**config.mk**
```make
export PLATFORM = sky130hd
export DESIGN_NAME = multi_fifo
export DESIGN_NICKNAME = d
export VERILOG_FILES = /design/src/rtl/multi_fifo.sv
export SDC_FILE = /design/constraint.sdc
export NUM_CORES = 1
export LEC_CHECK = 0
export BUFFER_PORTS_ARGS = -buffer_cell sky130_fd_sc_hd__buf_2
export CAP_MARGIN = 30
export CORE_AREA = 2 2 70 72
export DETAILED_ROUTE_END_ITERATION = 6
export DIE_AREA = 0 0 72 74
export PLACE_DENSITY_LB_ADDON = 0.1
export SYNTH_ARGS = -nofsm -noshare
export SYNTH_HDL_FRONTEND = slang
export SYNTH_SLANG_ARGS = --single-unit
export TNS_END_PERCENT = 30
```
**constraint.sdc**
```tcl
create_clock -name clk -period 3.1 [get_ports clk]
set_clock_uncertainty 0.2 [all_clocks]
set_input_delay 0.62 -clock clk [delete_from_list [all_inputs] [get_ports clk]]
set_output_delay 0.62 -clock clk [all_outputs]
set_load 0.01 [all_outputs]
```
**src/rtl/multi_fifo.sv**
```systemverilog
module multi_fifo #(
    parameter type T     = logic [7:0],
    parameter int  M     = 1,
    parameter int  N     = 1,
    parameter int  DEPTH = 4
) (
    input  logic         clk,
    input  logic         rst_n,
    input  logic [M-1:0] push,
    input  T     [M-1:0] data_in,
    input  logic [N-1:0] pop,
    output T     [N-1:0] data_out,
    output logic         full,
    output logic [M-1:1] almost_full,
    output logic         empty,
    output logic [N-1:1] almost_empty
);

    localparam int PTR_W = (DEPTH > 1) ? $clog2(DEPTH) : 1;
    localparam int CNT_W = $clog2(DEPTH + 1);

    T                 mem [DEPTH];
    logic [PTR_W-1:0] wr_ptr;
    logic [PTR_W-1:0] rd_ptr;
    logic [CNT_W-1:0] count;
    logic [CNT_W-1:0] free_cnt;
    logic [CNT_W-1:0] push_cnt;
    logic [CNT_W-1:0] pop_cnt;

    // Slot that lies offset entries after base, around the ring
    function automatic logic [PTR_W-1:0] wrap(logic [PTR_W-1:0] base, int unsigned offset);
        int unsigned idx;
        idx = base + offset;
        return PTR_W'(idx % DEPTH);
    endfunction

    // Lanes are contiguous, so the count of ones is the number of transfers
    always_comb begin
        push_cnt = '0;
        pop_cnt  = '0;
        for (int i = 0; i < M; i++) begin
            push_cnt = push_cnt + CNT_W'(push[i]);
        end
        for (int j = 0; j < N; j++) begin
            pop_cnt = pop_cnt + CNT_W'(pop[j]);
        end
    end

    assign free_cnt = CNT_W'(DEPTH) - count;
    assign full     = (count == CNT_W'(DEPTH));
    assign empty    = (count == '0);

    // Lane i needs i+1 free or filled slots
    always_comb begin
        almost_full  = '0;
        almost_empty = '0;
        for (int i = 1; i < M; i++) begin
            almost_full[i] = (free_cnt < CNT_W'(i + 1));
        end
        for (int i = 1; i < N; i++) begin
            almost_empty[i] = (count < CNT_W'(i + 1));
        end
    end

    always_ff @(posedge clk) begin
        if (!rst_n) begin
            wr_ptr <= '0;
            rd_ptr <= '0;
            count  <= '0;
        end else begin
            wr_ptr <= wrap(wr_ptr, 32'(push_cnt));
            rd_ptr <= wrap(rd_ptr, 32'(pop_cnt));
            count  <= count + push_cnt - pop_cnt;
        end
    end

    always_ff @(posedge clk) begin
        for (int i = 0; i < M; i++) begin
            if (push[i]) begin
                mem[wrap(wr_ptr, i)] <= data_in[i];
            end
        end
    end

    // Heads in order, lane 0 is the oldest entry
    always_comb begin
        for (int j = 0; j < N; j++) begin
            data_out[j] = mem[wrap(rd_ptr, j)];
        end
    end

    push_lanes_in_order: assert property (@(posedge clk) disable iff (!rst_n)
        (push & (push + M'(1))) == '0)
        else $error("multi_fifo push lanes not contiguous: %b", $sampled(push));

    pop_lanes_in_order: assert property (@(posedge clk) disable iff (!rst_n)
        (pop & (pop + N'(1))) == '0)
        else $error("multi_fifo pop lanes not contiguous: %b", $sampled(pop));

    no_overflow: assert property (@(posedge clk) disable iff (!rst_n)
        push_cnt <= free_cnt)
        else $error("multi_fifo push beyond free slots");

    no_underflow: assert property (@(posedge clk) disable iff (!rst_n)
        pop_cnt <= count)
        else $error("multi_fifo pop beyond stored entries");

endmodule

```
# [Yosys cells after proc, flatten, opt, wreduce, memory -nomap -nowiden]
# Memories as Yosys holds them, arrays and structs flattened. A register that Yosys moved wholly into a read port is not among the register bits.
# Index checks and enable logic that the tools add are counted.
[totals] reg_bits=7 mem_bits_rw=32 inputBits=12 out_inout_bits=14 mem_count=1
[memory_table] name="mem" depth=4 width=8 read_ports=1 rd_clocked_by_memory_dff=1 wr=1 line_no="22" source="T mem [DEPTH];"
[op_classes] add_sub_neg=4 eq_ne=1 n_mux=3 reduce_logical=1
[ops] operator="$add A2 B1 Y2" n=2
[ops] operator="$add A3 B1 Y3" n=1
[ops] operator="$eq A3 B3 Y1 const B" n=1
[ops] operator="$logic_not A3 Y1" n=1
[ops] operator="$sub A3 B1 Y3" n=1
[ops] operator="$mux W1" n=2
[ops] operator="$mux W2" n=1

# [Longest topological paths before layout]
[depth] depth_word=2 depth_mapped=7

# [Worst setup path after synthesis]
# OpenSTA, ideal clock, no wires.
[synth_timing] path_kind="input to register" start="input port pop" end="register count[2]" arrival_time_ns=1.753 t_required_ns=2.785 setup_slack_ns=1.032 stages=6 n_path_buf=0 path_cell_list="ha_1 inv_1 ha_1 fa_1 xnor3_1 and2_1"
[synth_between] elab_chain_cells=1
[synth_lines] element="start: declaration" line_no="11" source="input logic [N-1:0] pop,"
[synth_lines] element="$sub A3 B1 Y3" line_no="73" source="count <= count + push_cnt - pop_cnt;"
[synth_lines] element="end signal: assignment" line_no="73"
[synth_lines] element="end: declaration" line_no="25" source="logic [CNT_W-1:0] count;"
# Every way passes these cells.
# A chain may end at the register's enable or synchronous reset.

==> results.md <==
- Hold timing on the final database bottoms out at a slack of 343 ps.
- In this run the horizontal extent of the chip is 72 um.
- The final number of hold-violating endpoints is 0.
- The critical path launch point type is a flop.
- The start point of the critical path is rd_ptr[0].
- The commonest cells after synthesis are 32 x edfxtp_1, 8 x mux4_2, 7 x and2_1, 7 x dfxtp_1.
- Setup repair after global routing left no endpoint under its margin.
- Combinational logic burns 14.1% of the power.
- The layout-stage area growth over the synthesis result is 15.3%.
- The later pin in the worst-skew pair is clocked with a latency of 280 ps.
- The floorplan core area is 4600 sq um.
- A synthesized cell averages 19.3 sq um.
- For this run, the detailed router's first-pass iteration total came to 2.
- The cell count after synthesis came out at 80.
- The register clock-pin slew on the reported worst setup and hold paths is 70 ps.
- The reg-to-reg startpoint is count[0].
- The post-detailed-placement cell area is 1690 sq um.
- For this design the total switching power over the nets is 0.000263 W.
- The detail-routed net length per standard cell is 15.4 um.
- The most used standard cell by instance count after synthesis is edfxtp_1.
- The quantity of gates resized following cts is 0.
- The number of antenna diodes in the final layout is 0.
- The signal on the critical path passes through mux4_2 > buf_2.
- For this design, the CTS-stage hold fixing added 0 buffers.
- The wire length of the first global-routing pass is 3780 um.
- The number of nets in the layout is 124.
- The share of synthesized area in the top cell type comes to 62.3%.
- For the pin with the worst max-slew slack, the measured transition is 639 ps.
- Of the synthesized area, sequential elements account for 71.4%.
- The most used flip-flop cell after synthesis is edfxtp_1.
- After routing the design area is 1780 sq um.
- The congestion estimate from routability-driven global placement came to 0.606.
- In this run the power density over the cells is 624 nW/um^2.
- For this block, the initial DRC count from the detailed router was 57.
- The number of antenna violations at the first check in global routing is 0.
- The highest achievable clock rate is 390 MHz.
- The final critical-path share of the clock period is 82.7%.
- The total I/O pin count is 26.
- Counting distinct cell types in the post-synthesis netlist gives 19.
- The sum of negative setup slack is 0 ps.
- The startpoint-to-endpoint class of the critical path is reg -> out.
- Once the floorplan was initialized, standard cells occupied 33.5% of the core.
- The biggest area consumer among synthesized cells is edfxtp_1.
- The worst-path maximum fanout is 9.
- Once detailed placement completed, the half-perimeter wirelength came to 1710 um.
- In this run the vertical extent of the chip is 74 um.
- The root buffer cell chosen for the clock tree is clkbuf_8.
- The final wirelength is 2490 um.
- Counting flops and latches in the post-synthesis netlist gives 39.
- The headroom to the max-slew limit is 57.3%.
- The critical path endpoint is data_out[3].
- The required time of the critical path is 2280 ps.
- The clock tree synthesis step divided the H-tree into 2 levels.
- The maximum number of pins on one net before global-route repair is 13.
- The max-slew violation count came to 0.
- The max capacitance violation total is 0.
- The internal power is 0.000846 W.
- STA classifies the critical path endpoint as an output port.
- For flop-to-flop paths, the worst setup slack is 1230 ps.
- In this run switching power makes up 23.7% of total power.
- The number of warnings issued by yosys is 0.
- The total overflow left after global routing is 0.
- The floorplan has 25 rows.
- The biggest cell delay along the critical path is 730 ps.
- Setup violations remaining at the end of the flow were counted as 0.
- The end-of-flow core utilization is 38.7%.
- The number of cells on the worst reg-to-reg path is 7.
- The number of I/O port buffers is 21.
- After clock tree synthesis, the setup repair step added 0 buffers.
- Of the total power, registers draw 56.8%.
- The final critical path time including I/O delays and setup is 2570 ps.
- The CTS tree is done.
- The global router's overall resource usage is 10.6%.
- The maximum resistive drop on vdd is 0.337 mV.
- The min-delay analysis places its worst path in the category in -> reg.
- On the critical path, the stage with the largest delay is an instance of dfxtp_1.
- In this run the cell area of the synthesized design comes to 1540 sq um.
- For this run, design rule violations remaining after detail routing come to 0.
- The overall die area is 5330 sq um.
- The number of global-route vias before repair is 755.
- The clock passes through at most 2 buffers.
- Once detail routing completed, the nets flagged for antenna violations numbered 0.
- Yosys attributes the largest share of cell area to edfxtp_1 62%, mux4_2 12%, dfxtp_1 9.1%.
- The TritonCTS buffer count is 5.
- The run finished with clean final reports.
- The clock network is responsible for 29.1% of the overall power.
- The number of clock sinks is 39.
- At the worst endpoint, the arrival time is 1750 ps.
- The static leakage power is 0.678 nW.
- The share of layout cells above drive strength 1 is 36.1%.
- The filler cells instantiated in the layout total 446.
- The synthesized design contains 32 enable-type register cells.
- After synthesis, the share of flip-flops with an asynchronous set or reset is 0%.
- Summing over every cut layer, the via total after detailed routing is 750.
- The endpoint of the lowest-slack register-to-register path is count[2].
- The ratio of routed vias to standard cells is 4.63.
==> how the worst min path moves through the flow <==
stage               start        end  slack [ps]  cells past startpoint
3_5_place_dp    wr_ptr[1]  wr_ptr[1]         400                      2
4_1_cts        data_in[7]  mem[1][7]         330                      1
3_3_place_gp    wr_ptr[1]  wr_ptr[1]         400                      2
6_report       data_in[7]  mem[0][7]         340                      1
5_1_grt        data_in[5]  mem[3][5]         340                      1
2_1_floorplan   rd_ptr[0]  rd_ptr[0]         370                      2
==> routing by layer <==
metal / vias up / part of all wire, % / GRT usage (%)
met3: 5 / 6.1 / 5.01
li1: 345 / - / -
met1: 379 / 42 / 11.4
met4: 0 / 1.5 / 5.03
met2: 21 / 51 / 17.8
met5: - / 0 / 0
==> state kept, by name, summed over array words and instances, names as in the netlist <==
| name | cells |
|---|---|
| mem | 32 |
| count | 3 |
| rd_ptr | 2 |
| wr_ptr | 2 |
==> per-stage QoR <==
step           worst slack, ps  cells  total power [W]
2_1_floorplan             1030     83         0.000747
3_3_place_gp               795    154         0.000800
3_5_place_dp               800    154         0.000803
4_1_cts                    479    162          0.00113
5_1_grt                    366    162          0.00116
6_report                   535    162          0.00111
==> critical path: cells and delay by family, from the launching register on <==
family / cells / cell delay, ps
buf+inv: 1 / 150
flops: 1 / 730
mux: 1 / 580
==> power by group through the flow <==
stage	sequential (W)	clock (W)	combinational, W
finish	0.000629	0.000322	0.000157
global route	0.000636	0.000353	0.000176
CTS	0.000631	0.000337	0.000161
detailed placement	0.000642	0	0.000160
global placement	0.000642	0	0.000158
floorplan	0.000627	0	0.000120
==> logic make-up after synthesis <==
logic type	after synthesis	synth area share [%]
xor+xnor	3	2.60
fa+ha+maj	5	4.55
buf+inv	10	3.98
flops	39	71.4
mux	8	11.7
other cells	1	0.243
simple gates	14	5.52
==> placed cells by master (no fill, tap or decap), types with 3 or more instances in the layout <==
master,synthesis,layout
edfxtp_1,32,32
buf_2,1,21
mux4_2,8,8
and2_1,7,7
dfxtp_1,7,7
clkbuf_8,0,5
inv_1,4,4
ha_1,4,4
conb_1,1,4
clkinv_2,0,3
==> layout make-up <==
| cell class | instances | area (sq um) | area share, % |
|---|---|---|---|
| Multi-Input combinational cell | 34 | 390 | 22.0 |
| Clock inverter | 3 | 15.0 | 0.844 |
| Inverter | 4 | 15.0 | 0.844 |
| Tap cell | 54 | 67.6 | 3.80 |
| Clock buffer | 5 | 68.8 | 3.87 |
| Sequential cell | 39 | 1100 | 61.9 |
| Timing Repair Buffer | 23 | 120 | 6.76 |
Note: power is estimated with default switching activity, not from simulation.
