==> src/rtl/rvv_cfg_pkg.sv <==
package rvv_cfg_pkg;

    // Vector register file geometry
    localparam int VLEN       = 128;
    localparam int NUM_VREG   = 32;
    localparam int VREG_IDX_W = 5;

    // Instructions the scalar core may hand over per cycle
    localparam int ISSUE_LANE = 2;

    // Queue depths between the stages
    localparam int CQ_DEPTH = 8;
    localparam int RQ_DEPTH = 4;

endpackage

==> src/rtl/rvv_uop_pkg.sv <==
package rvv_uop_pkg;

    import rvv_cfg_pkg::*;

    // Element width of one operation
    typedef enum logic [1:0] {
        SEW8  = 2'd0,
        SEW16 = 2'd1,
        SEW32 = 2'd2
    } vsew_e;

    // Operations carried out by the ALU
    typedef enum logic [1:0] {
        ALU_ADD   = 2'd0,
        ALU_SUB   = 2'd1,
        ALU_AND   = 2'd2,
        ALU_SADDU = 2'd3
    } alu_op_e;

    // funct6 codes of the OPIVV forms that are supported
    localparam logic [5:0] FUNCT6_VADD   = 6'b000000;
    localparam logic [5:0] FUNCT6_VSUB   = 6'b000010;
    localparam logic [5:0] FUNCT6_VAND   = 6'b001001;
    localparam logic [5:0] FUNCT6_VSADDU = 6'b100000;

    // Instruction word as sent by the scalar core
    typedef struct packed {
        logic [31:0] inst;
        vsew_e       vsew;
    } rvv_cmd_t;

    // Decoded operation with its operands already read
    typedef struct packed {
        alu_op_e                op;
        vsew_e                  vsew;
        logic [VREG_IDX_W-1:0]  vd;
        logic [VLEN-1:0]        vs2_data;
        logic [VLEN-1:0]        vs1_data;
    } rvv_uop_t;

    typedef struct packed {
        logic [VREG_IDX_W-1:0]  vd;
        logic [VLEN-1:0]        data;
        logic                   sat;
    } rvv_result_t;

endpackage

==> src/rtl/rvv_alu.sv <==
module rvv_alu
    import rvv_cfg_pkg::*;
    import rvv_uop_pkg::*;
(
    input  logic        clk,
    input  logic        rst_n,
    input  logic        uop_valid,
    input  rvv_uop_t    uop,
    output logic        uop_ready,
    output logic        res_valid,
    output rvv_result_t res,
    input  logic        res_ready
);

    logic [VLEN-1:0] alu_data;
    logic            alu_sat;
    logic [32:0]     elem;

    // One element of width w, zero extended to 32 bits, flag in bit 32
    function automatic logic [32:0] elem_calc(alu_op_e op, logic [31:0] a, logic [31:0] b,
                                              int unsigned w);
        logic [32:0] sum;
        logic [32:0] ones;
        sum  = {1'b0, a} + {1'b0, b};
        ones = (33'd1 << w) - 33'd1;
        case (op)
            ALU_ADD: return {1'b0, sum[31:0]};
            ALU_SUB: return {1'b0, a - b};
            ALU_AND: return {1'b0, a & b};
            default: begin
                // Carry out of the element clamps to all ones
                if (sum[w]) begin
                    return {1'b1, ones[31:0]};
                end
                return {1'b0, sum[31:0]};
            end
        endcase
    endfunction

    always_comb begin
        alu_data = '0;
        alu_sat  = 1'b0;
        elem     = '0;
        case (uop.vsew)
            SEW8: begin
                for (int i = 0; i < VLEN / 8; i++) begin
                    elem = elem_calc(uop.op, 32'(uop.vs2_data[i*8 +: 8]),
                                     32'(uop.vs1_data[i*8 +: 8]), 8);
                    alu_data[i*8 +: 8] = elem[7:0];
                    alu_sat = alu_sat | elem[32];
                end
            end
            SEW16: begin
                for (int i = 0; i < VLEN / 16; i++) begin
                    elem = elem_calc(uop.op, 32'(uop.vs2_data[i*16 +: 16]),
                                     32'(uop.vs1_data[i*16 +: 16]), 16);
                    alu_data[i*16 +: 16] = elem[15:0];
                    alu_sat = alu_sat | elem[32];
                end
            end
            // 32-bit elements, also taken for the unused code
            default: begin
                for (int i = 0; i < VLEN / 32; i++) begin
                    elem = elem_calc(uop.op, uop.vs2_data[i*32 +: 32],
                                     uop.vs1_data[i*32 +: 32], 32);
                    alu_data[i*32 +: 32] = elem[31:0];
                    alu_sat = alu_sat | elem[32];
                end
            end
        endcase
    end

    // Output register holds while the result queue is full
    assign uop_ready = !res_valid || res_ready;

    always_ff @(posedge clk) begin
        if (!rst_n) begin
            res_valid <= 1'b0;
        end else if (uop_valid && uop_ready) begin
            res_valid <= 1'b1;
        end else if (res_ready) begin
            res_valid <= 1'b0;
        end
    end

    always_ff @(posedge clk) begin
        if (uop_valid && uop_ready) begin
            res.vd   <= uop.vd;
            res.data <= alu_data;
            res.sat  <= alu_sat;
        end
    end

endmodule

==> config.mk <==
export PLATFORM = sky130hd
export DESIGN_NAME = rvv_alu
export DESIGN_NICKNAME = d
export VERILOG_FILES = /design/src/rtl/rvv_cfg_pkg.sv /design/src/rtl/rvv_uop_pkg.sv /design/src/rtl/rvv_alu.sv
export SDC_FILE = /design/constraint.sdc
export NUM_CORES = 2
export LEC_CHECK = 0
export ABC_CLOCK_PERIOD_IN_PS = 5820
export BUFFER_PORTS_ARGS = -buffer_cell sky130_fd_sc_hd__buf_2
export CAP_MARGIN = 20
export CORE_MARGIN = 3
export CORE_UTILIZATION = 37
export DETAILED_ROUTE_END_ITERATION = 8
export SLEW_MARGIN = 0
export SYNTH_ARGS = -nofsm -noshare
export SYNTH_HDL_FRONTEND = slang
export SYNTH_SLANG_ARGS = --single-unit
==> constraint.sdc <==
create_clock -name clk -period 5.82 [get_ports clk]
set_input_delay 1.164 -clock clk [delete_from_list [all_inputs] [get_ports clk]]
set_output_delay 1.164 -clock clk [all_outputs]
set_load 0.005 [all_outputs]
* Yosys cells after proc, flatten, opt, wreduce, memory -nomap -nowiden
Index checks and enable logic that the tools add are counted.
Cells by class: equality and inequality tests 3, muxes and demuxes 200, reduce and logical (&&, ||, !) cells 8, $add $sub $neg 56, bitwise logic cells 53
Operator list (number):
- $mux 33 | 84
- $pmux 33 s3 | 28
- $pmux 128 s2 | 1
- $add 8x8->9 | 16
- $sub 8x8->9 | 16
- $add 16x16->17 | 8
- $sub 16x16->17 | 8
- $add 32x32->33 | 4
- $and 16x16->16 | 8
- $and 32x32->32 | 4
- $and 8x8->8 | 16
- $sub 32x32->32 | 4
- $mux 1 | 86
- $or 1x1->1 | 25
- $eq 2x1->1 const B | 2
- $logic_not 2->1 | 2
- $reduce_or 3->1 | 1
- $eq 2x2->1 const B | 1
- $pmux 1 s2 | 1
- $reduce_bool 2->1 | 1
- $reduce_or 2->1 | 1
- $logic_and 1x1->1 | 1
- $logic_not 1->1 | 1
- $logic_or 1x1->1 | 1
Storage, ports and cells: flip-flop bits (word level) 135, input port bits 269, output and inout port bits 136, word-level logic and storage cells 324

* Depth between registers and ports, before layout
depth after elaboration 23, depth in mapped cells 15, gate-level depth less buffers 14

* Worst setup path before layout
Ideal clock, no wire load.
kind input port to flip-flop, start in res_ready, end reg res[0] (netlist bit), enable pin, path slack 0.911 ns, setup time 0.509 ns, buffers on the path 0, data required time 5.311 ns, cell stages on the path 2, data arrival time 4.400 ns, cell sequence nand2b_1 > and2_1
Between the ends: longest elaborated chain between the ends 2
Ends and longest elaborated chain:
- from (decl) | RTL line rvv_alu.sv:12 | input logic res_ready
- $logic_or 1x1->1 | RTL line rvv_alu.sv:74 | assign uop_ready = !res_valid || res_ready;
- $logic_and 1x1->1 | RTL line rvv_alu.sv:87 | if (uop_valid && uop_ready) begin
- to (decl) | RTL line rvv_alu.sv:11 | output rvv_result_t res,
No other way between the ends. A chain may end at the register's enable or synchronous reset.

* Worst setup path in the final report
start in uop[96] (netlist bit), end reg res[102] (netlist bit) (data pin)
Between the ends: longest elaborated chain between the ends 8, elaborated cells between the ends (all ways) 25, those cells by class add/sub: 6; mux: 19
Ends and longest elaborated chain:
- from (decl) | RTL line rvv_alu.sv:8 | input rvv_uop_t uop,
- $add 32x32->33, or another cell as far along | RTL line rvv_alu.sv:24 | sum = {1'b0, a} + {1'b0, b};
- $mux 1 | RTL line rvv_alu.sv:32 | if (sum[w]) begin
- $mux 1 | RTL line rvv_alu.sv:26 | case (op)
- $mux 1 | RTL line rvv_alu.sv:44 | case (uop.vsew)
- $mux 33 | RTL line rvv_alu.sv:35 | return {1'b0, sum[31:0]};
- $pmux 33 s3 | RTL line rvv_alu.sv:26
- $mux 33 | RTL line rvv_alu.sv:44
- $pmux 128 s2 (*) | RTL line rvv_alu.sv:44
- named net alu_data[101] | RTL line rvv_alu.sv:15 | logic [VLEN-1:0] alu_data;
The timed path passes the listed nets; every way through them passes the cells marked *. The select of a mux whose other input is x is not followed.

==> results.sh <==
export IMPL_status="completed"
export IMPL_vias_per_cell=6.206
export IMPL_ys_ff_latch=135
export IMPL_gp_congestion=0.9806
export IMPL_grt_pass1_vias=30924
export IMPL_synth_area_leaders="edfxtp_1 (14%), ha_1 (12%), xnor2_1 (8.5%)"
export IMPL_ys_warn_count=0
export IMPL_grt_usage=0.3004
export IMPL_syn_nets=4534
export IMPL_first_pass_iters=6
export IMPL_drv_slew=0
export IMPL_final_common_cell="a21oi_1"
export IMPL_max_freq_ghz=0.2125
export IMPL_tightest_slew_ns=1.040
export IMPL_start_util=0.3752
export IMPL_layout_drive_gt1_share=0.1475
export IMPL_multi_input_area_sq_um=22480
export IMPL_synth_flop_cell="edfxtp_1"
export IMPL_netlist_cell_type_count=96
export IMPL_syn_inst=3969
export IMPL_core_sq_um=76330
export IMPL_fin_crit_sh=0.8085
export IMPL_ios=405
export IMPL_hold_start="res_valid"
export IMPL_cts_max_path_buffers=2
export IMPL_clock_latency_ns=0.51
export IMPL_mostFrequentLayoutCells="a21oi_1 (405), buf_2 (401), nor2_1 (376)"
export IMPL_synth_seq_area_share=0.1412
export IMPL_crit_fanout=6
export IMPL_cts_resized=0
export IMPL_core_rowCount=101
export IMPL_ant_nets=0
export IMPL_worstHoldPathType="reg -> reg"
export IMPL_synth_top_area_frac=0.1405
export IMPL_worstSetupPathType="in -> reg"
export IMPL_p_leak_uw=0.01349
export IMPL_synth_edf_count=134
export IMPL_drt_iter0_markers=3864
export IMPL_die_h_um=284.2
export IMPL_p_per_area_nw_per_um2=189.4
export IMPL_vdd_drop_max_mv=0.2288
export IMPL_grt_max_degree=84
export IMPL_setup_violations=0
export IMPL_fin_skew_ns=0.01547
export IMPL_required_ns=6.07
export IMPL_grt_pass1_wl_um=190300
export IMPL_h_tree_depth=4
export IMPL_hold_slack_ns=0.5392
export IMPL_cts_tree="done"
export IMPL_final_cells=5276
export IMPL_postSynthAreaPerCell_sq_um=7.216
export IMPL_async_flop_share=0
export IMPL_regArea_sq_um=4044
export IMPL_crit_reg2reg_launch="res_valid"
export IMPL_drc=0
export IMPL_startpoint_type="input port"
export IMPL_arrival_ns=4.95
export IMPL_setup_tns_ns=0
export IMPL_fillers=8025
export IMPL_io_buffers=404
export IMPL_synthesis_area_sq_um=28640
export IMPL_maxCapViolCount=0
export IMPL_vias=32743
export IMPL_dpl_hpwl_um=95390
export IMPL_cts_root_buffer="clkbuf_16"
export IMPL_cts_setup_buffers=0
export IMPL_synth_top_cell_by_area="edfxtp_1"
export IMPL_die_area_sq_um=80780
export IMPL_clk_pin_slew_worst_paths_ns=0.08
export IMPL_wl_per_cell_um=24.09
export IMPL_rsz0062_at_grt="no"
export IMPL_final_nets=4790
export IMPL_cts_hold_buf=0
export IMPL_hold_viol_final=0
export IMPL_wirelength_um=127100
export IMPL_numCtsBuffers=17
export IMPL_critPathLaunch="uop[96]"
export IMPL_dp_cells=5236
export IMPL_cp_end_kind="flip-flop"
export IMPL_fin_crit_ns=4.705
export IMPL_antenna_found_initial=14
export IMPL_area_delta_synth_final_pct=13.11
export IMPL_cts_sink_count=135
export IMPL_grt_overflow=0
export IMPL_chipWidth_um=284.2
export IMPL_maxSlewHeadroom=0.3045
[registers in the layout (all words and copies together) (netlist names)]
| name | cells |
|---|---|
| res | 134 |
| res_valid | 1 |
[per-stage QoR]
stage / power [uW] / utilization / setup WS [ns] / area [sq um]
final: 6137 / 0.4244 / 1.115 / 32390
after global routing: 6487 / 0.4243 / 1.012 / 32380
after CTS: 6074 / 0.4242 / 1.246 / 32370
after detailed placement: 4833 / 0.4165 / 0.7085 / 31790
after global placement: 4829 / 0.4164 / 0.7617 / 31780
after floorplan: 3692 / - / 0.9106 / 28640
[report_power, final]
part | switching [uW] | total (uW) | internal (uW)
Sequential | 61.8 | 1300 | 1240
Combinational | 2230 | 3610 | 1380
Clock | 620 | 1230 | 606
Total | 2920 | 6140 | 3220
[per-layer routing]
metal	vias to the layer above	routed length, um	global-route usage
met5	-	70	0
met4	10	5090	0.1241
met3	336	12060	0.05934
met2	1884	57850	0.4877
met1	15492	52020	0.3892
li1	15021	-	-
[synth_stat cells, types with 16 or more instances]
master and instances:
a21oi_1 405, o21a_1 34, nand3_1 58, nand2_1 237
inv_1 290, clkbuf_1 211, nor3_1 79, o21bai_1 64
a211oi_1 59, o211ai_1 54, o221ai_1 48, edfxtp_1 134
o22ai_1 67, fa_1 32, nor2_1 382, a31oi_1 56
a211o_1 22, o31ai_1 39, mux2i_1 28, xnor2_1 279
nor2b_1 49, or3_1 29, o21ai_0 321, and2_1 19
nand2b_1 60, or2_2 23, a22oi_1 16, a221oi_1 48
ha_1 264, nor4_1 35, a21o_1 77, nand4_1 37
buf_1 42, xor2_1 67
[logic make-up (layout without fill, tap and decap cells)]
logic type | Yosys count | in the layout | synth area share
other | 0 | 8 | 0
AO/OA/AOI/OAI | 1513 | 1513 | 0.3446
multiplexers | 41 | 41 | 0.01843
adder cells (fa/ha/maj) | 296 | 296 | 0.1377
flip-flops | 135 | 135 | 0.1412
AND/OR/NAND/NOR | 1066 | 1066 | 0.1761
buffers and inverters | 572 | 841 | 0.07614
XOR/XNOR | 346 | 346 | 0.1058
[layout make-up]
cell class                 instances  share of cell area
sequential                       135              0.1248
inverter                         304             0.03530
clock buffer                      17             0.01313
tap                             1030             0.03978
antenna                            8           0.0006180
timing repair buffer             505             0.08760
multi-input combinational       3262              0.6938
clock inverter                    15            0.004905
[worst max-delay path: stages]
cell	delay, ns
buf_2	0.11
ha_1	0.24
fa_1	0.42
nor2b_1	0.16
o21ai_0	0.29
o211ai_1	0.29
and2_0	0.39
a31oi_1	0.68
a211oi_1	0.40
a211o_1	0.35
mux4_2	0.46
[final timing paths]
path | endpoint | slack (ns) | cells after the start
setup / recovery | res[102] | 1.11 | 11
hold / removal | res_valid | 0.54 | 2
setup reg to reg | res[44] | 3.71 | 3
hold reg to reg | res_valid | 0.54 | 2
No activity file was read; power rests on OpenSTA's default activity.
