File: src/rtl/rvv_cfg_pkg.sv
package rvv_cfg_pkg;

    // Vector register file geometry
    localparam int VLEN       = 128;
    localparam int NUM_VREG   = 32;
    localparam int VREG_IDX_W = 5;

    // Instructions the scalar core may hand over per cycle
    localparam int ISSUE_LANE = 2;

    // Queue depths between the stages
    localparam int CQ_DEPTH = 8;
    localparam int RQ_DEPTH = 4;

endpackage

File: src/rtl/rvv_uop_pkg.sv
package rvv_uop_pkg;

    import rvv_cfg_pkg::*;

    // Element width of one operation
    typedef enum logic [1:0] {
        SEW8  = 2'd0,
        SEW16 = 2'd1,
        SEW32 = 2'd2
    } vsew_e;

    // Operations carried out by the ALU
    typedef enum logic [1:0] {
        ALU_ADD   = 2'd0,
        ALU_SUB   = 2'd1,
        ALU_AND   = 2'd2,
        ALU_SADDU = 2'd3
    } alu_op_e;

    // funct6 codes of the OPIVV forms that are supported
    localparam logic [5:0] FUNCT6_VADD   = 6'b000000;
    localparam logic [5:0] FUNCT6_VSUB   = 6'b000010;
    localparam logic [5:0] FUNCT6_VAND   = 6'b001001;
    localparam logic [5:0] FUNCT6_VSADDU = 6'b100000;

    // Instruction word as sent by the scalar core
    typedef struct packed {
        logic [31:0] inst;
        vsew_e       vsew;
    } rvv_cmd_t;

    // Decoded operation with its operands already read
    typedef struct packed {
        alu_op_e                op;
        vsew_e                  vsew;
        logic [VREG_IDX_W-1:0]  vd;
        logic [VLEN-1:0]        vs2_data;
        logic [VLEN-1:0]        vs1_data;
    } rvv_uop_t;

    typedef struct packed {
        logic [VREG_IDX_W-1:0]  vd;
        logic [VLEN-1:0]        data;
        logic                   sat;
    } rvv_result_t;

endpackage

File: src/rtl/rvv_dispatch.sv
module rvv_dispatch
    import rvv_cfg_pkg::*;
    import rvv_uop_pkg::*;
(
    input  logic                  clk,
    input  logic                  rst_n,
    input  logic                  cq_empty,
    input  rvv_cmd_t              cq_data,
    output logic                  cq_pop,
    output logic [VREG_IDX_W-1:0] rd_idx_a,
    output logic [VREG_IDX_W-1:0] rd_idx_b,
    input  logic [VLEN-1:0]       rd_data_a,
    input  logic [VLEN-1:0]       rd_data_b,
    output logic                  uop_valid,
    output rvv_uop_t              uop,
    input  logic                  uop_ready,
    input  logic                  free_en,
    input  logic [VREG_IDX_W-1:0] free_idx
);

    logic [5:0]            funct6;
    logic [VREG_IDX_W-1:0] vs2;
    logic [VREG_IDX_W-1:0] vs1;
    logic [VREG_IDX_W-1:0] vd;
    alu_op_e               dec_op;
    logic                  dec_legal;
    logic [NUM_VREG-1:0]   busy;
    logic                  hazard;
    logic                  slot_free;
    logic                  dispatch;

    // Instruction fields of the queue head
    assign funct6 = cq_data.inst[31:26];
    assign vs2    = cq_data.inst[24:20];
    assign vs1    = cq_data.inst[19:15];
    assign vd     = cq_data.inst[11:7];

    always_comb begin
        dec_legal = 1'b1;
        case (funct6)
            FUNCT6_VADD:   dec_op = ALU_ADD;
            FUNCT6_VSUB:   dec_op = ALU_SUB;
            FUNCT6_VAND:   dec_op = ALU_AND;
            FUNCT6_VSADDU: dec_op = ALU_SADDU;
            default: begin
                dec_op    = ALU_ADD;
                dec_legal = 1'b0;
            end
        endcase
    end

    // Operands come straight from the register file
    assign rd_idx_a = vs2;
    assign rd_idx_b = vs1;

    // RAW and WAW both stall on the busy map
    assign hazard    = busy[vs2] | busy[vs1] | busy[vd];
    assign slot_free = !uop_valid || uop_ready;
    assign dispatch  = !cq_empty && dec_legal && !hazard && slot_free;

    // Unsupported heads are dropped right away
    assign cq_pop = dispatch || (!cq_empty && !dec_legal);

    always_ff @(posedge clk) begin
        if (!rst_n) begin
            uop_valid <= 1'b0;
        end else if (dispatch) begin
            uop_valid <= 1'b1;
        end else if (uop_ready) begin
            uop_valid <= 1'b0;
        end
    end

    always_ff @(posedge clk) begin
        if (dispatch) begin
            uop.op       <= dec_op;
            uop.vsew     <= cq_data.vsew;
            uop.vd       <= vd;
            uop.vs2_data <= rd_data_a;
            uop.vs1_data <= rd_data_b;
        end
    end

    // Set and clear never hit the same register in one cycle
    always_ff @(posedge clk) begin
        if (!rst_n) begin
            busy <= '0;
        end else begin
            if (free_en) begin
                busy[free_idx] <= 1'b0;
            end
            if (dispatch) begin
                busy[vd] <= 1'b1;
            end
        end
    end

    free_only_busy: assert property (@(posedge clk) disable iff (!rst_n)
        free_en |-> busy[free_idx])
        else $error("retire freed v%0d which was not busy", $sampled(free_idx));

endmodule

File: config.mk
export PLATFORM = sky130hd
export DESIGN_NAME = rvv_dispatch
export DESIGN_NICKNAME = d
export VERILOG_FILES = /design/src/rtl/rvv_cfg_pkg.sv /design/src/rtl/rvv_uop_pkg.sv /design/src/rtl/rvv_dispatch.sv
export SDC_FILE = /design/constraint.sdc
export NUM_CORES = 1
export LEC_CHECK = 0
export ABC_AREA = 0
export BUFFER_PORTS_ARGS = -buffer_cell sky130_fd_sc_hd__buf_2
export CELL_PAD_IN_SITES_DETAIL_PLACEMENT = 1
export CELL_PAD_IN_SITES_GLOBAL_PLACEMENT = 2
export CORE_AREA = 2 2 224 226
export DETAILED_ROUTE_END_ITERATION = 6
export DIE_AREA = 0 0 226 228
export PLACE_DENSITY = 0.71
export SYNTH_ARGS = -nofsm -noshare
export SYNTH_HDL_FRONTEND = slang
export SYNTH_SLANG_ARGS = --single-unit
File: constraint.sdc
create_clock -name clk -period 20 [get_ports clk]
set_input_delay 5 -clock clk [delete_from_list [all_inputs] [get_ports clk]]
set_output_delay 5 -clock clk [all_outputs]
set_load 0.02 [all_outputs]
# Yosys cells after proc, flatten, opt, wreduce, memory -nomap -nowiden
# Index checks and enable logic that the tools add are counted.
[op_classes] magnitude_cmp=6 n_eq_ne=3 muxes=17 n_bitwise=5 n_reduce_logical=15
[ops] op="$mux 32" n=3
[ops] op="$and 32x32->32" n=1
[ops] op="$not 32->32" n=1
[ops] op="$or 32x32->32" n=1
[ops] op="$lt 5x6->1 const B" n=4
[ops] op="$bmux 1 s5" n=3
[ops] op="$demux 1 s5" n=2
[ops] op="$ge 5x1->1 const B" n=2
[ops] op="$mux 1" n=8
[ops] op="$eq 6x2->1 const B" n=1
[ops] op="$eq 6x4->1 const B" n=1
[ops] op="$eq 6x6->1 const B" n=1
[ops] op="$logic_and 1x1->1" n=6
[ops] op="$logic_not 6->1" n=1
[ops] op="$pmux 2 s3" n=1
[ops] op="$logic_not 1->1" n=4
[ops] op="$reduce_or 4->1" n=1
[ops] op="$logic_or 1x1->1" n=2
[ops] op="$or 1x1->1" n=2
[ops] op="$reduce_bool 2->1" n=1
[word_totals] reg_bits=298 input_bits=300

# Longest topological paths before layout
# Gate-level depths: netlist (run 1).
[depth] ltp_word=10 ltp_mapped=9 mapped_depth_nobuf=6

# Worst setup path before layout (run 1)
# No wires, ideal clock.
[synth_path] path_type="input-to-reg" start="input cq_data[10] (netlist name)" end="register uop[0] (netlist name) (enable)" arrival_ns=17.700 required_ns=19.099 path_slack_ns=1.399 path_stages=9 cell_sequence="buf_2 -> buf_2 -> mux4_2 -> a31oi_1 -> nand3b_1 -> nor3_1 -> nand4_4 -> buf_6 -> nor2_1"
[synth_between] elab_chain_cells=6
[synth_lines] element="start: declaration" line_no="rvv_dispatch.sv:8" source="input rvv_cmd_t cq_data,"
[synth_lines] element="$bmux 1 s5" line_no="rvv_dispatch.sv:57" source="assign hazard = busy[vs2] | busy[vs1] | busy[vd];"
[synth_lines] element="$mux 1 (implied by the code)" line_no="rvv_dispatch.sv:57"
[synth_lines] element="$or 1x1->1" line_no="rvv_dispatch.sv:57"
[synth_lines] element="$logic_not 1->1" line_no="rvv_dispatch.sv:59" source="assign dispatch = !cq_empty && dec_legal && !hazard && slot_free;"
[synth_lines] element="$logic_and 1x1->1 (2 in a row)" line_no="rvv_dispatch.sv:59"
[synth_lines] element="net dispatch" line_no="rvv_dispatch.sv:30" source="logic dispatch;"
[synth_lines] element="end: declaration" line_no="rvv_dispatch.sv:15" source="output rvv_uop_t uop,"
# The timed path passes the listed nets, and every way through them passes these cells. The select of a mux whose other input is x is not followed.
# A chain may end at the register's enable or synchronous reset.

# Worst setup path after layout (run 1)
[layout_path] start="input cq_data[10] (netlist name)" end="output cq_pop"
[layout_between] elab_chain_cells=7
[layout_lines] element="$bmux 1 s5" line_no="rvv_dispatch.sv:57"
[layout_lines] element="$mux 1 (implied by the code)" line_no="rvv_dispatch.sv:57"
[layout_lines] element="$or 1x1->1" line_no="rvv_dispatch.sv:57"
[layout_lines] element="$logic_not 1->1" line_no="rvv_dispatch.sv:59"
[layout_lines] element="$logic_and 1x1->1 (2 in a row)" line_no="rvv_dispatch.sv:59"
[layout_lines] element="$logic_or 1x1->1" line_no="rvv_dispatch.sv:62" source="assign cq_pop = dispatch || (!cq_empty && !dec_legal);"
[layout_lines] element="end: declaration" line_no="rvv_dispatch.sv:9" source="output logic cq_pop,"
# Every way passes these cells. The select of a mux whose other input is x is not followed.

==> summary.md, run 1 <==
| Metric | Value |
|---|---|
| Crit path kind | `in2out` |
| Internal power | `1.06 mW` |
| Via density per instance | `about 4.2` |
| Synth area leaders | `edfxtp_1 76%, dfxtp_1 6.3%, mux4_2 2.8%, o211ai_1 2.4%, mux2i_1 1.9%` |
| Hold crit path type | `reg2reg` |
| Clock Path Buffers | `3` |
| Cell Pwr Density | `~90 mW/mm^2` |
| Hold Vio Cnt, Final | `0` |
| CP endpoint kind | `output pin` |
| Post-route antenna net violation count | `0` |
| Max Freq | `0.0802 GHz` |
| Setup TNS | `0 ns` |
| Post-Route WL | `42700 microns` |
| Critical path fanouts, max | `25` |
| Peak supply drop | `between 0.00004 and 0.00005 V` |
| Gr ovfl total | `0` |
| Port-buffer cells | `565` |
| Sw Share | `about 22%` |
| P&R area growth vs syn | `43.8%` |
| CTS sink cnt | `slightly below 300` |
| #FFs+latches synth | `298` |
| Sequential area share after synthesis | `81.9%` |
| Non-Filler Instances | `~1800` |
| Combinational Power Share | `between 5 and 6%` |
| Die width | `226 microns` |
| Initial antenna violation count | `17` |
| Die ar. | `0.0515 sq mm` |
| Cells after Synth | `525` |
| Slew at the pin closest to its max-slew limit | `about 1.0 ns` |
| Core area | `0.0493 sq mm` |
| CTS buffer count | `35` |
| Cell area after layout | `0.0151 sq mm` |
| H-tree level count | `2` |
| Worst hold path startpoint | `busy[22]` |
| Sequential Power Share | `roughly 50%` |
| Die height | `228 microns` |
| Rows | `82` |
| Post-CTS resize count | `0` |
| Launch point of the worst path | `cq_data[10]` |
| CTS tree | `built` |
| Io pins | `577` |
| Max Cap Viol | `0` |
| Ys async rst share | `0%` |
| Area leader, netlist | `edfxtp_1` |
| Placed cells | `1739` |
| Pin count of the biggest net entering global routing | `roughly 80` |
| Final core occ | `a little under a third` |
| Most used DFF post-synth | `edfxtp_1` |
| Post-Syn Area | `around 0.011 sq mm` |
| Final Skew | `0.0265 ns` |
| Design Power | `1.37 mW` |
| Minimum clock period | `12.48 ns` |
| Top-area cell type share of the netlist area | `75.6%` |
| Nets@finish | `between 1000 and 1500` |
| Post-CTS Setup Inserts | `0` |
| Initial drt markers | `approximately 570` |
| RSZ-0062 raised after global routing | `false` |
| Avg Cell Area, Syn | `20.0 sq um` |
| Final slew viol count | `0` |
| NetSw | `0.305 mW` |
| Placed cell areas | `0.0141 sq mm` |
| First-pass GRT wire length | `58100 microns` |
| Final HPWL DP | `33900 microns` |
| Final setup fails | `0` |
| Initial core utilization | `21.3%` |
| Leak pwr | `slightly below 6 nW` |
| Post-cts hold buffer count | `0` |
| Layout cells sized above 1 | `a little under three fifths` |
| Required time worst endpoint | `15.00 ns` |
| GP Congestion | `0.875` |
| Clock share of power | `roughly 44%` |
| WL/cell | `23.6 microns` |
| Worst-Skew Late Latency | `0.53 ns` |
| Yosys cell types | `48` |
| Post-synth EDFFs | `265` |
| Status | `complete, no violations` |
| Residual DRC | `0` |
| DRT Pass-1 Iters | `4` |
| Worst path arrival time | `roughly 7.5 ns` |
| GRT Resource Usage Total | `15.9%` |
| Via count of the routed design | `~7600` |
| Clk root buf | `clkbuf_16` |
| Vias in the first global route | `~7700` |
| Clock transition at path regs | `0.05 ns` |
| Syn Nets | `slightly above 800` |
| Final Cycle Share | `approximately 62%` |
| Ys Warns | `0` |
| RR Startpoint | `busy[27]` |
| Max_slew headroom | `33.2%` |
| Type of origin of the critical path | `primary input` |
[layout make-up]
cell class	count	area, sq um
multi-input cells	196	1720
well taps	672	841
repair buffers	569	2860
flip-flops and latches	298	8620
fillers	5381	34200
clock buffers	43	927
clock inverters	20	143
inverters	4	15.0
diodes	5	12.5
[synth_stat cells (all sizes together), types with 2 or more instances]
cell type    n
a21oi        5
nor4b        2
nand3b       6
o41ai       24
o211ai      33
mux4        14
o31ai        8
or3          2
or3b         2
edfxtp     265
nand4b       3
inv          4
nand3       10
nor2b        6
nand2b       7
mux2i       20
a22oi        6
nor4         2
dfxtp       33
and3         3
clkbuf       7
nor3         3
buf         20
nor2        17
nand2        9
nand4        2
[logic make-up after synthesis]
logic type                Yosys count  synth area share [%]
and+or+nand+nor                    75                  4.52
muxes                              35                  5.04
DFF                               298                  81.9
AOI/OAI and AO/OA                  85                  6.66
buffers and inverters              31                  1.82
xor gates and xnor gates            1                0.0832
[through the flow]
| stage | hold WS (ns) | worst slack (ns) |
|---|---|---|
| floorplan | 0.491 | 1.40 |
| global placement | 0.531 | 7.56 |
| detailed placement | 0.540 | 7.46 |
| CTS | 0.551 | 7.46 |
| global route | 0.577 | 7.27 |
| finish | 0.551 | 7.52 |
[power by group through the flow]
stage               logic (mW)  registers, mW  clock network, mW
finish                  0.0792          0.689              0.600
global route            0.0850          0.689              0.645
CTS                     0.0806          0.689              0.623
detailed placement      0.0800          0.702                  0
global placement        0.0782          0.702                  0
floorplan               0.0213          0.715                  0
[layer usage]
metal / part of all wire [%] / track usage (%)
met5: 0.26 / 0
met4: 3.2 / 5.61
met3: 8.2 / 5.50
met2: 53 / 28.7
met1: 36 / 17.1
[cell usage in the layout (no fill, tap or decap), drive strengths merged, types with 2 or more instances in the layout]
master  Yosys  routed
buf        20     569
edfxtp    265     265
clkbuf      7      43
o211ai     33      33
dfxtp      33      33
o41ai      24      24
mux2i      20      20
nor2       17      17
clkinv      0      17
mux4       14      14
nand3      10      10
nand2       9       9
o31ai       8       8
nand2b      7       7
nor2b       6       6
nand3b      6       6
a22oi       6       6
inv         4       6
diode       0       5
a21oi       5       5
nor3        3       3
and3        3       3
nand4b      3       3
nor4b       2       2
or3b        2       2
or3         2       2
nor4        2       2
nand4       2       2
[worst paths after layout]
check | endpoint | slack, ns | cells past startpoint
worst min register to register | busy[22] | 0.55 | 2
worst max-delay path | cq_pop | 7.52 | 8
worst max register to register | uop[243] | 15.75 | 8
worst min-delay path | busy[22] | 0.55 | 2
[registers in the layout, indices dropped and copies added, names as in the netlist]
name	count
uop_valid	1
uop	265
busy	32
[critical path: stages]
cell,delay (ns)
buf_2,0.49
mux4_2,0.41
a31oi_1,0.22
nand3b_1,0.19
nor3_1,0.34
nand4_4,0.37
o22ai_1,0.22
buf_2,0.20
No activity file was read; power rests on OpenSTA's default activity.
==> inputs of run 2 (changes only) <==
CORE_AREA = 2 2 223 225   (was 2 2 224 226)
DIE_AREA = 0 0 225 227   (was 0 0 226 228)
PLACE_DENSITY = 0.74   (was 0.71)
clock period = 11 ns   (was 20 ns; I/O delays follow)
==> summary.md, run 2 (synthesis results as in run 1) <==
| Metric | Value |
|---|---|
| Clock transition at path regs | `0.06 ns (about the same)` |
| Final HPWL DP | `32400 microns (-4.3%)` |
| Peak supply drop | `0.0000724 V (+73%)` |
| Final core occ | `31.2% (+0.53 points)` |
| Required time worst endpoint | `8.25 ns (-6.75 ns)` |
| Max reg flops | `265 (unchanged)` |
| CTS sink cnt | `298 (unchanged)` |
| Status | `complete, no violations` |
| First-pass GRT wire length | `56200 microns (-3.4%)` |
| Final slew viol count | `0 (unchanged)` |
| RSZ-0062 raised after global routing | `false` |
| Rows | `81 (-1.2%)` |
| GRT Resource Usage Total | `15.4% (-0.51 points)` |
| Vias in the first global route | `7693 (+0.42%)` |
| P&R area growth vs syn | `43.9% (about the same)` |
| Setup TNS | `0 ns (unchanged)` |
| Io pins | `577 (unchanged)` |
| Final Cycle Share | `71.6%` |
| Crit path kind | `in2out` |
| WL/cell | `23.6 microns (about the same)` |
| Post-cts hold buffer count | `0 (unchanged)` |
| Max Cap Viol | `0 (unchanged)` |
| Initial antenna violation count | `17 (unchanged)` |
| Nets@finish | `1404 (unchanged)` |
| Clk root buf | `clkbuf_16` |
| Max Freq | `approximately 0.13 GHz` |
| Post-route antenna net violation count | `0 (unchanged)` |
| H-tree level count | `2 (unchanged)` |
| Initial core utilization | `21.7% (+0.35 points)` |
| Die height | `227 microns (-0.44%)` |
| Commonest non-fill, non-tap cell in the layout | `buf_2` |
| DRT Pass-1 Iters | `4 (unchanged)` |
| Met2 usage | `26.1% (-2.6 points)` |
| Slew at the pin closest to its max-slew limit | `1.35 ns (+0.351 ns)` |
| Worst-Skew Late Latency | `0.53 ns (about the same)` |
| Fillers | `5289 (-1.7%)` |
| Hold crit path type | `reg2reg` |
| CP endpoint kind | `output pin` |
| Layout cells sized above 1 | `57.4% (+0.35 points)` |
| Post-CTS resize count | `0 (unchanged)` |
| Gr ovfl total | `0 (unchanged)` |
| Largest reg by FF count | `uop` |
| Worst path arrival time | `5.13 ns (-2.35 ns)` |
| Pin count of the biggest net entering global routing | `200 (+160%)` |
| Hold Vio Cnt, Final | `0 (unchanged)` |
| Clock Path Buffers | `3 (unchanged)` |
| Most frequent cells in the layout | `565 x buf_2, 265 x edfxtp_1, 37 x clkbuf_16` |
| Biggest regs | `uop: 265 flops, busy: 32 flops, uop_valid: 1 flops` |
| Port-buffer cells | `565 (unchanged)` |
| CTS tree | `built` |
| Post-Route WL | `41500 microns (-3.0%)` |
| Minimum clock period | `7.88 ns` |
| Initial drt markers | `433 (-24%)` |
| Die ar. | `0.0511 sq mm (-0.88%)` |
| GR peak layer | `met2` |
| Via density per instance | `4.34 (+2.8%)` |
| M1 GR Usage | `17.5% (+0.40 points)` |
| Final setup fails | `0 (unchanged)` |
| Critical path fanouts, max | `19 (-24%)` |
| Type of origin of the critical path | `primary input` |
| Cell Pwr Density | `168 mW/mm^2 (+86%)` |
| Core area | `0.0485 sq mm (-1.6%)` |
| Via count of the routed design | `7625 (-0.17%)` |
| Residual DRC | `0 (unchanged)` |
| CTS buffer count | `37 (+5.7%)` |
| Max_slew headroom | `9.74% (-23 points)` |
| Die width | `225 microns (-0.44%)` |
| Met3 Use GR | `5.28% (-0.22 points)` |
| Leak pwr | `5.96 nW (+0.27%)` |
| GP Congestion | `0.828 (-5.3%)` |
| Final Skew | `0.0289 ns (+0.00240 ns)` |
| Post-CTS Setup Inserts | `0 (unchanged)` |
==> run 2: final cells by class <==
| type | count | area, sq um | share of cell area [%] |
|---|---|---|---|
| Multi-Input combinational cell | 196 | 1720 | 11.4 |
| Tap cell | 622 | 778 | 5.14 |
| Sequential cell | 298 | 8620 | 56.9 |
| Inverter | 4 | 15.0 | 0.0991 |
| Timing Repair Buffer | 567 | 2860 | 18.9 |
| Clock inverter | 22 | 200 | 1.32 |
| Clock buffer | 43 | 948 | 6.26 |
| Antenna cell | 3 | 7.51 | 0.0496 |
==> run 2: final timing paths <==
path	cells past startpoint	slack (ns)	to	startpoint
hold / removal	2	0.54	busy[22]	busy[22]
hold reg to reg	2	0.54	busy[22]	busy[22]
setup / recovery	7	3.12	cq_pop	cq_data[18]
setup reg to reg	8	6.72	uop[258]	busy[27]
==> run 2: critical path: stages <==
cell and delay (ns):
buf_2 0.41, mux4_2 0.58, o2111a_1 0.30, nor4_4 0.32, nand4_4 0.33, o22ai_1 0.22, buf_2 0.19
==> run 2: metrics by stage <==
stage / total power, mW / hold slack, ns / cells / worst slack, ns / area, sq um
2_1_floorplan: 1.34 / 0.491 / 525 / 2.30 / 10500
4_1_cts: 2.60 / 0.549 / 1752 / 3.09 / 15100
3_3_place_gp: 1.42 / 0.527 / 1687 / 3.06 / 14000
5_1_grt: 2.65 / 0.577 / 1752 / 2.90 / 15100
6_report: 2.55 / 0.545 / 1755 / 3.12 / 15100
3_5_place_dp: 1.42 / 0.542 / 1687 / 3.10 / 14000
==> run 2: layer usage <==
| layer | vias to the layer above | share of wire, % |
|---|---|---|
| li1 | 3320 | - |
| met1 | 3842 | 36 |
| met2 | 335 | 50 |
| met3 | 104 | 8.4 |
| met4 | 24 | 4.8 |
| met5 | - | 0.39 |
==> run 2: report_power, final <==
group / internal, mW / switching, mW / leakage, nW / total (mW)
logic: 0.0575 / 0.0862 / 2.76 / 0.144
clock network: 0.673 / 0.482 / 0.553 / 1.15
registers: 1.25 / 0.00380 / 2.65 / 1.25
total: 1.98 / 0.572 / 5.96 / 2.55
==> inputs of run 3 (changes only) <==
CORE_AREA = 2 2 224 226   (was 2 2 223 225)
DIE_AREA = 0 0 226 228   (was 0 0 225 227)
PLACE_DENSITY = 0.71   (was 0.74)
clock period = 7.64 ns   (was 11 ns; I/O delays follow)
==> summary.md, run 3 (synthesis results as in run 1) <==
| Metric | Value |
|---|---|
| Status | `complete, no violations` |
| Post-cts hold buffer count | `0 (unchanged)` |
| Biggest regs | `uop: 265 flops, busy: 32 flops, uop_valid: 1 flops` |
| Final HPWL DP | `34900 microns (+7.6%)` |
| Max Cap Viol | `0 (unchanged)` |
| Sequential Power Share | `48.0% (-1.1 points)` |
| Most frequent CP cell | `buf_2` |
| Via count of the routed design | `7607 (-0.24%)` |
| Setup TNS | `0 ns (unchanged)` |
| Wire length on met3 | `4470 microns (+28%)` |
| Peak supply drop | `0.000115 V (+60%)` |
| CP endpoint kind | `output pin` |
| Pin count of the biggest net entering global routing | `123 (-39%)` |
| WL/cell | `24.5 microns (+3.7%)` |
| Hold slack | `0.552 ns (+0.00732 ns)` |
| Die width | `226 microns (+0.44%)` |
| Hold Vio Cnt, Final | `0 (unchanged)` |
| Port-buffer cells | `565 (unchanged)` |
| Initial drt markers | `412 (-4.8%)` |
| Critical path fanouts, max | `19 (unchanged)` |
| Commonest non-fill, non-tap cell in the layout | `buf_2` |
| Core area | `0.0493 sq mm (+1.7%)` |
| First-pass GRT wire length | `60000 microns (+6.8%)` |
| Final core occ | `31.0% (-0.21 points)` |
| Initial antenna violation count | `24 (+7)` |
| GRT Resource Usage Total | `16.5% (+1.1 points)` |
| Max reg flops | `265 (unchanged)` |
| Vias in the first global route | `7882 (+2.5%)` |
| Top sig layer | `met5` |
| Buffers and inverters on the worst path | `2 (unchanged)` |
| Worst-Skew Late Latency | `0.54 ns (about the same)` |
| Met2 WL | `22900 microns (+11%)` |
| Final Cycle Share | `approximately 80%` |
| Top delay family on crit path | `simple AND/OR/NAND/NOR gates` |
| Design Power | `3.76 mW (+47%)` |
| Clock transition at path regs | `0.05 ns (about the same)` |
| Post-CTS resize count | `0 (unchanged)` |
| Residual DRC | `0 (unchanged)` |
| Internal power | `2.92 mW (+48%)` |
| RSZ-0062 raised after global routing | `false` |
| Initial core utilization | `21.3% (-0.35 points)` |
| Cell Pwr Density | `246 mW/mm^2 (+46%)` |
| Worst path arrival time | `4.29 ns (-0.84 ns)` |
| Largest reg by FF count | `uop` |
| GP Congestion | `0.882 (+6.5%)` |
| Io pins | `577 (unchanged)` |
| Crit path kind | `in2out` |
| Most frequent cells in the layout | `565 x buf_2, 265 x edfxtp_1, 39 x clkbuf_16` |
| Leak pwr | `6.01 nW (+0.84%)` |
| Die height | `228 microns (+0.44%)` |
| Final Skew | `0.0183 ns (-0.0106 ns)` |
| Required time worst endpoint | `5.73 ns (-2.52 ns)` |
| Via density per instance | `4.21 (-3.1%)` |
| Gr ovfl total | `0 (unchanged)` |
| Rows | `82 (+1.2%)` |
| Minimum clock period | `~6.2 ns` |
| Nets@finish | `1406 (+0.14%)` |
| Sw Share | `22.4% (-0.064 points)` |
| Post-Route WL | `44300 microns (+6.7%)` |
| P&R area growth vs syn | `45.3%` |
| Clock Path Buffers | `3 (unchanged)` |
| Wl on met1 | `15000 microns (-0.79%)` |
| Post-route antenna net violation count | `0 (unchanged)` |
| Clk root buf | `clkbuf_16` |
| Type of origin of the critical path | `primary input` |
| Clock share of power | `46.5% (+1.2 points)` |
| Final setup fails | `0 (unchanged)` |
| CP peak stage delay | `0.57 ns (about the same)` |
| H-tree level count | `2 (unchanged)` |
| CTS tree | `built` |
| Max Freq | `about 0.16 GHz` |
| Post-CTS Setup Inserts | `0 (unchanged)` |
| Slew at the pin closest to its max-slew limit | `0.889 ns (-0.465 ns)` |
| Layout cells sized above 1 | `57.5% (+0.075 points)` |
| NetSw | `0.841 mW (+47%)` |
| CTS buffer count | `38 (+2.7%)` |
| Slowest cell on the critical path | `mux4_2` |
| CP cell instances | `buf_2, mux4_2, o2111a_1, nor4_4, nand4_4, o22ai_1, buf_2` |
| DRT Pass-1 Iters | `4 (unchanged)` |
| Combinational Power Share | `5.6% (about the same)` |
| Final slew viol count | `0 (unchanged)` |
| Max_slew headroom | `40.4% (+31 points)` |
| Hold crit path type | `reg2reg` |
| Die ar. | `0.0515 sq mm (+0.89%)` |
| CTS sink cnt | `298 (unchanged)` |
run 3: area by class of cell:
| class | count | area [sq um] |
|---|---|---|
| diodes | 3 | 7.51 |
| clock buffers | 45 | 998 |
| clock inverters | 21 | 203 |
| fillers | 5334 | 34100 |
| inverters | 4 | 15.0 |
| multi-input cells | 196 | 1740 |
| flip-flops and latches | 298 | 8620 |
| well taps | 672 | 841 |
| repair buffers | 568 | 2880 |
run 3: worst paths after layout:
path / from / endpoint / slack [ns] / depth (start not counted)
worst max-delay path: cq_data[18] / cq_pop / 1.44 / 7
worst min-delay path: busy[22] / busy[22] / 0.55 / 2
worst max register to register: busy[7] / uop[54] / 4.37 / 7
worst min register to register: busy[22] / busy[22] / 0.55 / 2
run 3: worst register-to-register path: stages (launching register included):
cell and delay (ns):
dfxtp_1 0.36, mux4_2 0.48, a2bb2oi_1 0.14, and3_4 0.17
nor4_4 0.32, nand4_4 0.34, nor2_4 0.39, buf_12 0.48
run 3: through the flow:
step           cell area [sq um]  cells  worst slack (ns)
5_1_grt                    15300   1805              1.28
4_1_cts                    15300   1804              1.43
6_report                   15300   1807              1.44
3_3_place_gp               14100   1738              1.46
2_1_floorplan              10600    525            -0.156
3_5_place_dp               14100   1738              1.44
run 3: power groups by stage:
| stage | combinational, mW | sequential [mW] | clock [mW] |
|---|---|---|---|
| 6_report | 0.209 | 1.80 | 1.75 |
| 5_1_grt | 0.224 | 1.80 | 1.86 |
| 4_1_cts | 0.212 | 1.80 | 1.81 |
| 3_5_place_dp | 0.210 | 1.84 | 0 |
| 3_3_place_gp | 0.205 | 1.84 | 0 |
| 2_1_floorplan | 0.0576 | 1.87 | 0 |
run 3: layer usage:
metal | vias to the layer above | track usage [%]
met3 | 106 | 6.87
met4 | 24 | 6.19
met1 | 3802 | 16.8
li1 | 3328 | -
met5 | - | 0
met2 | 347 | 29.9
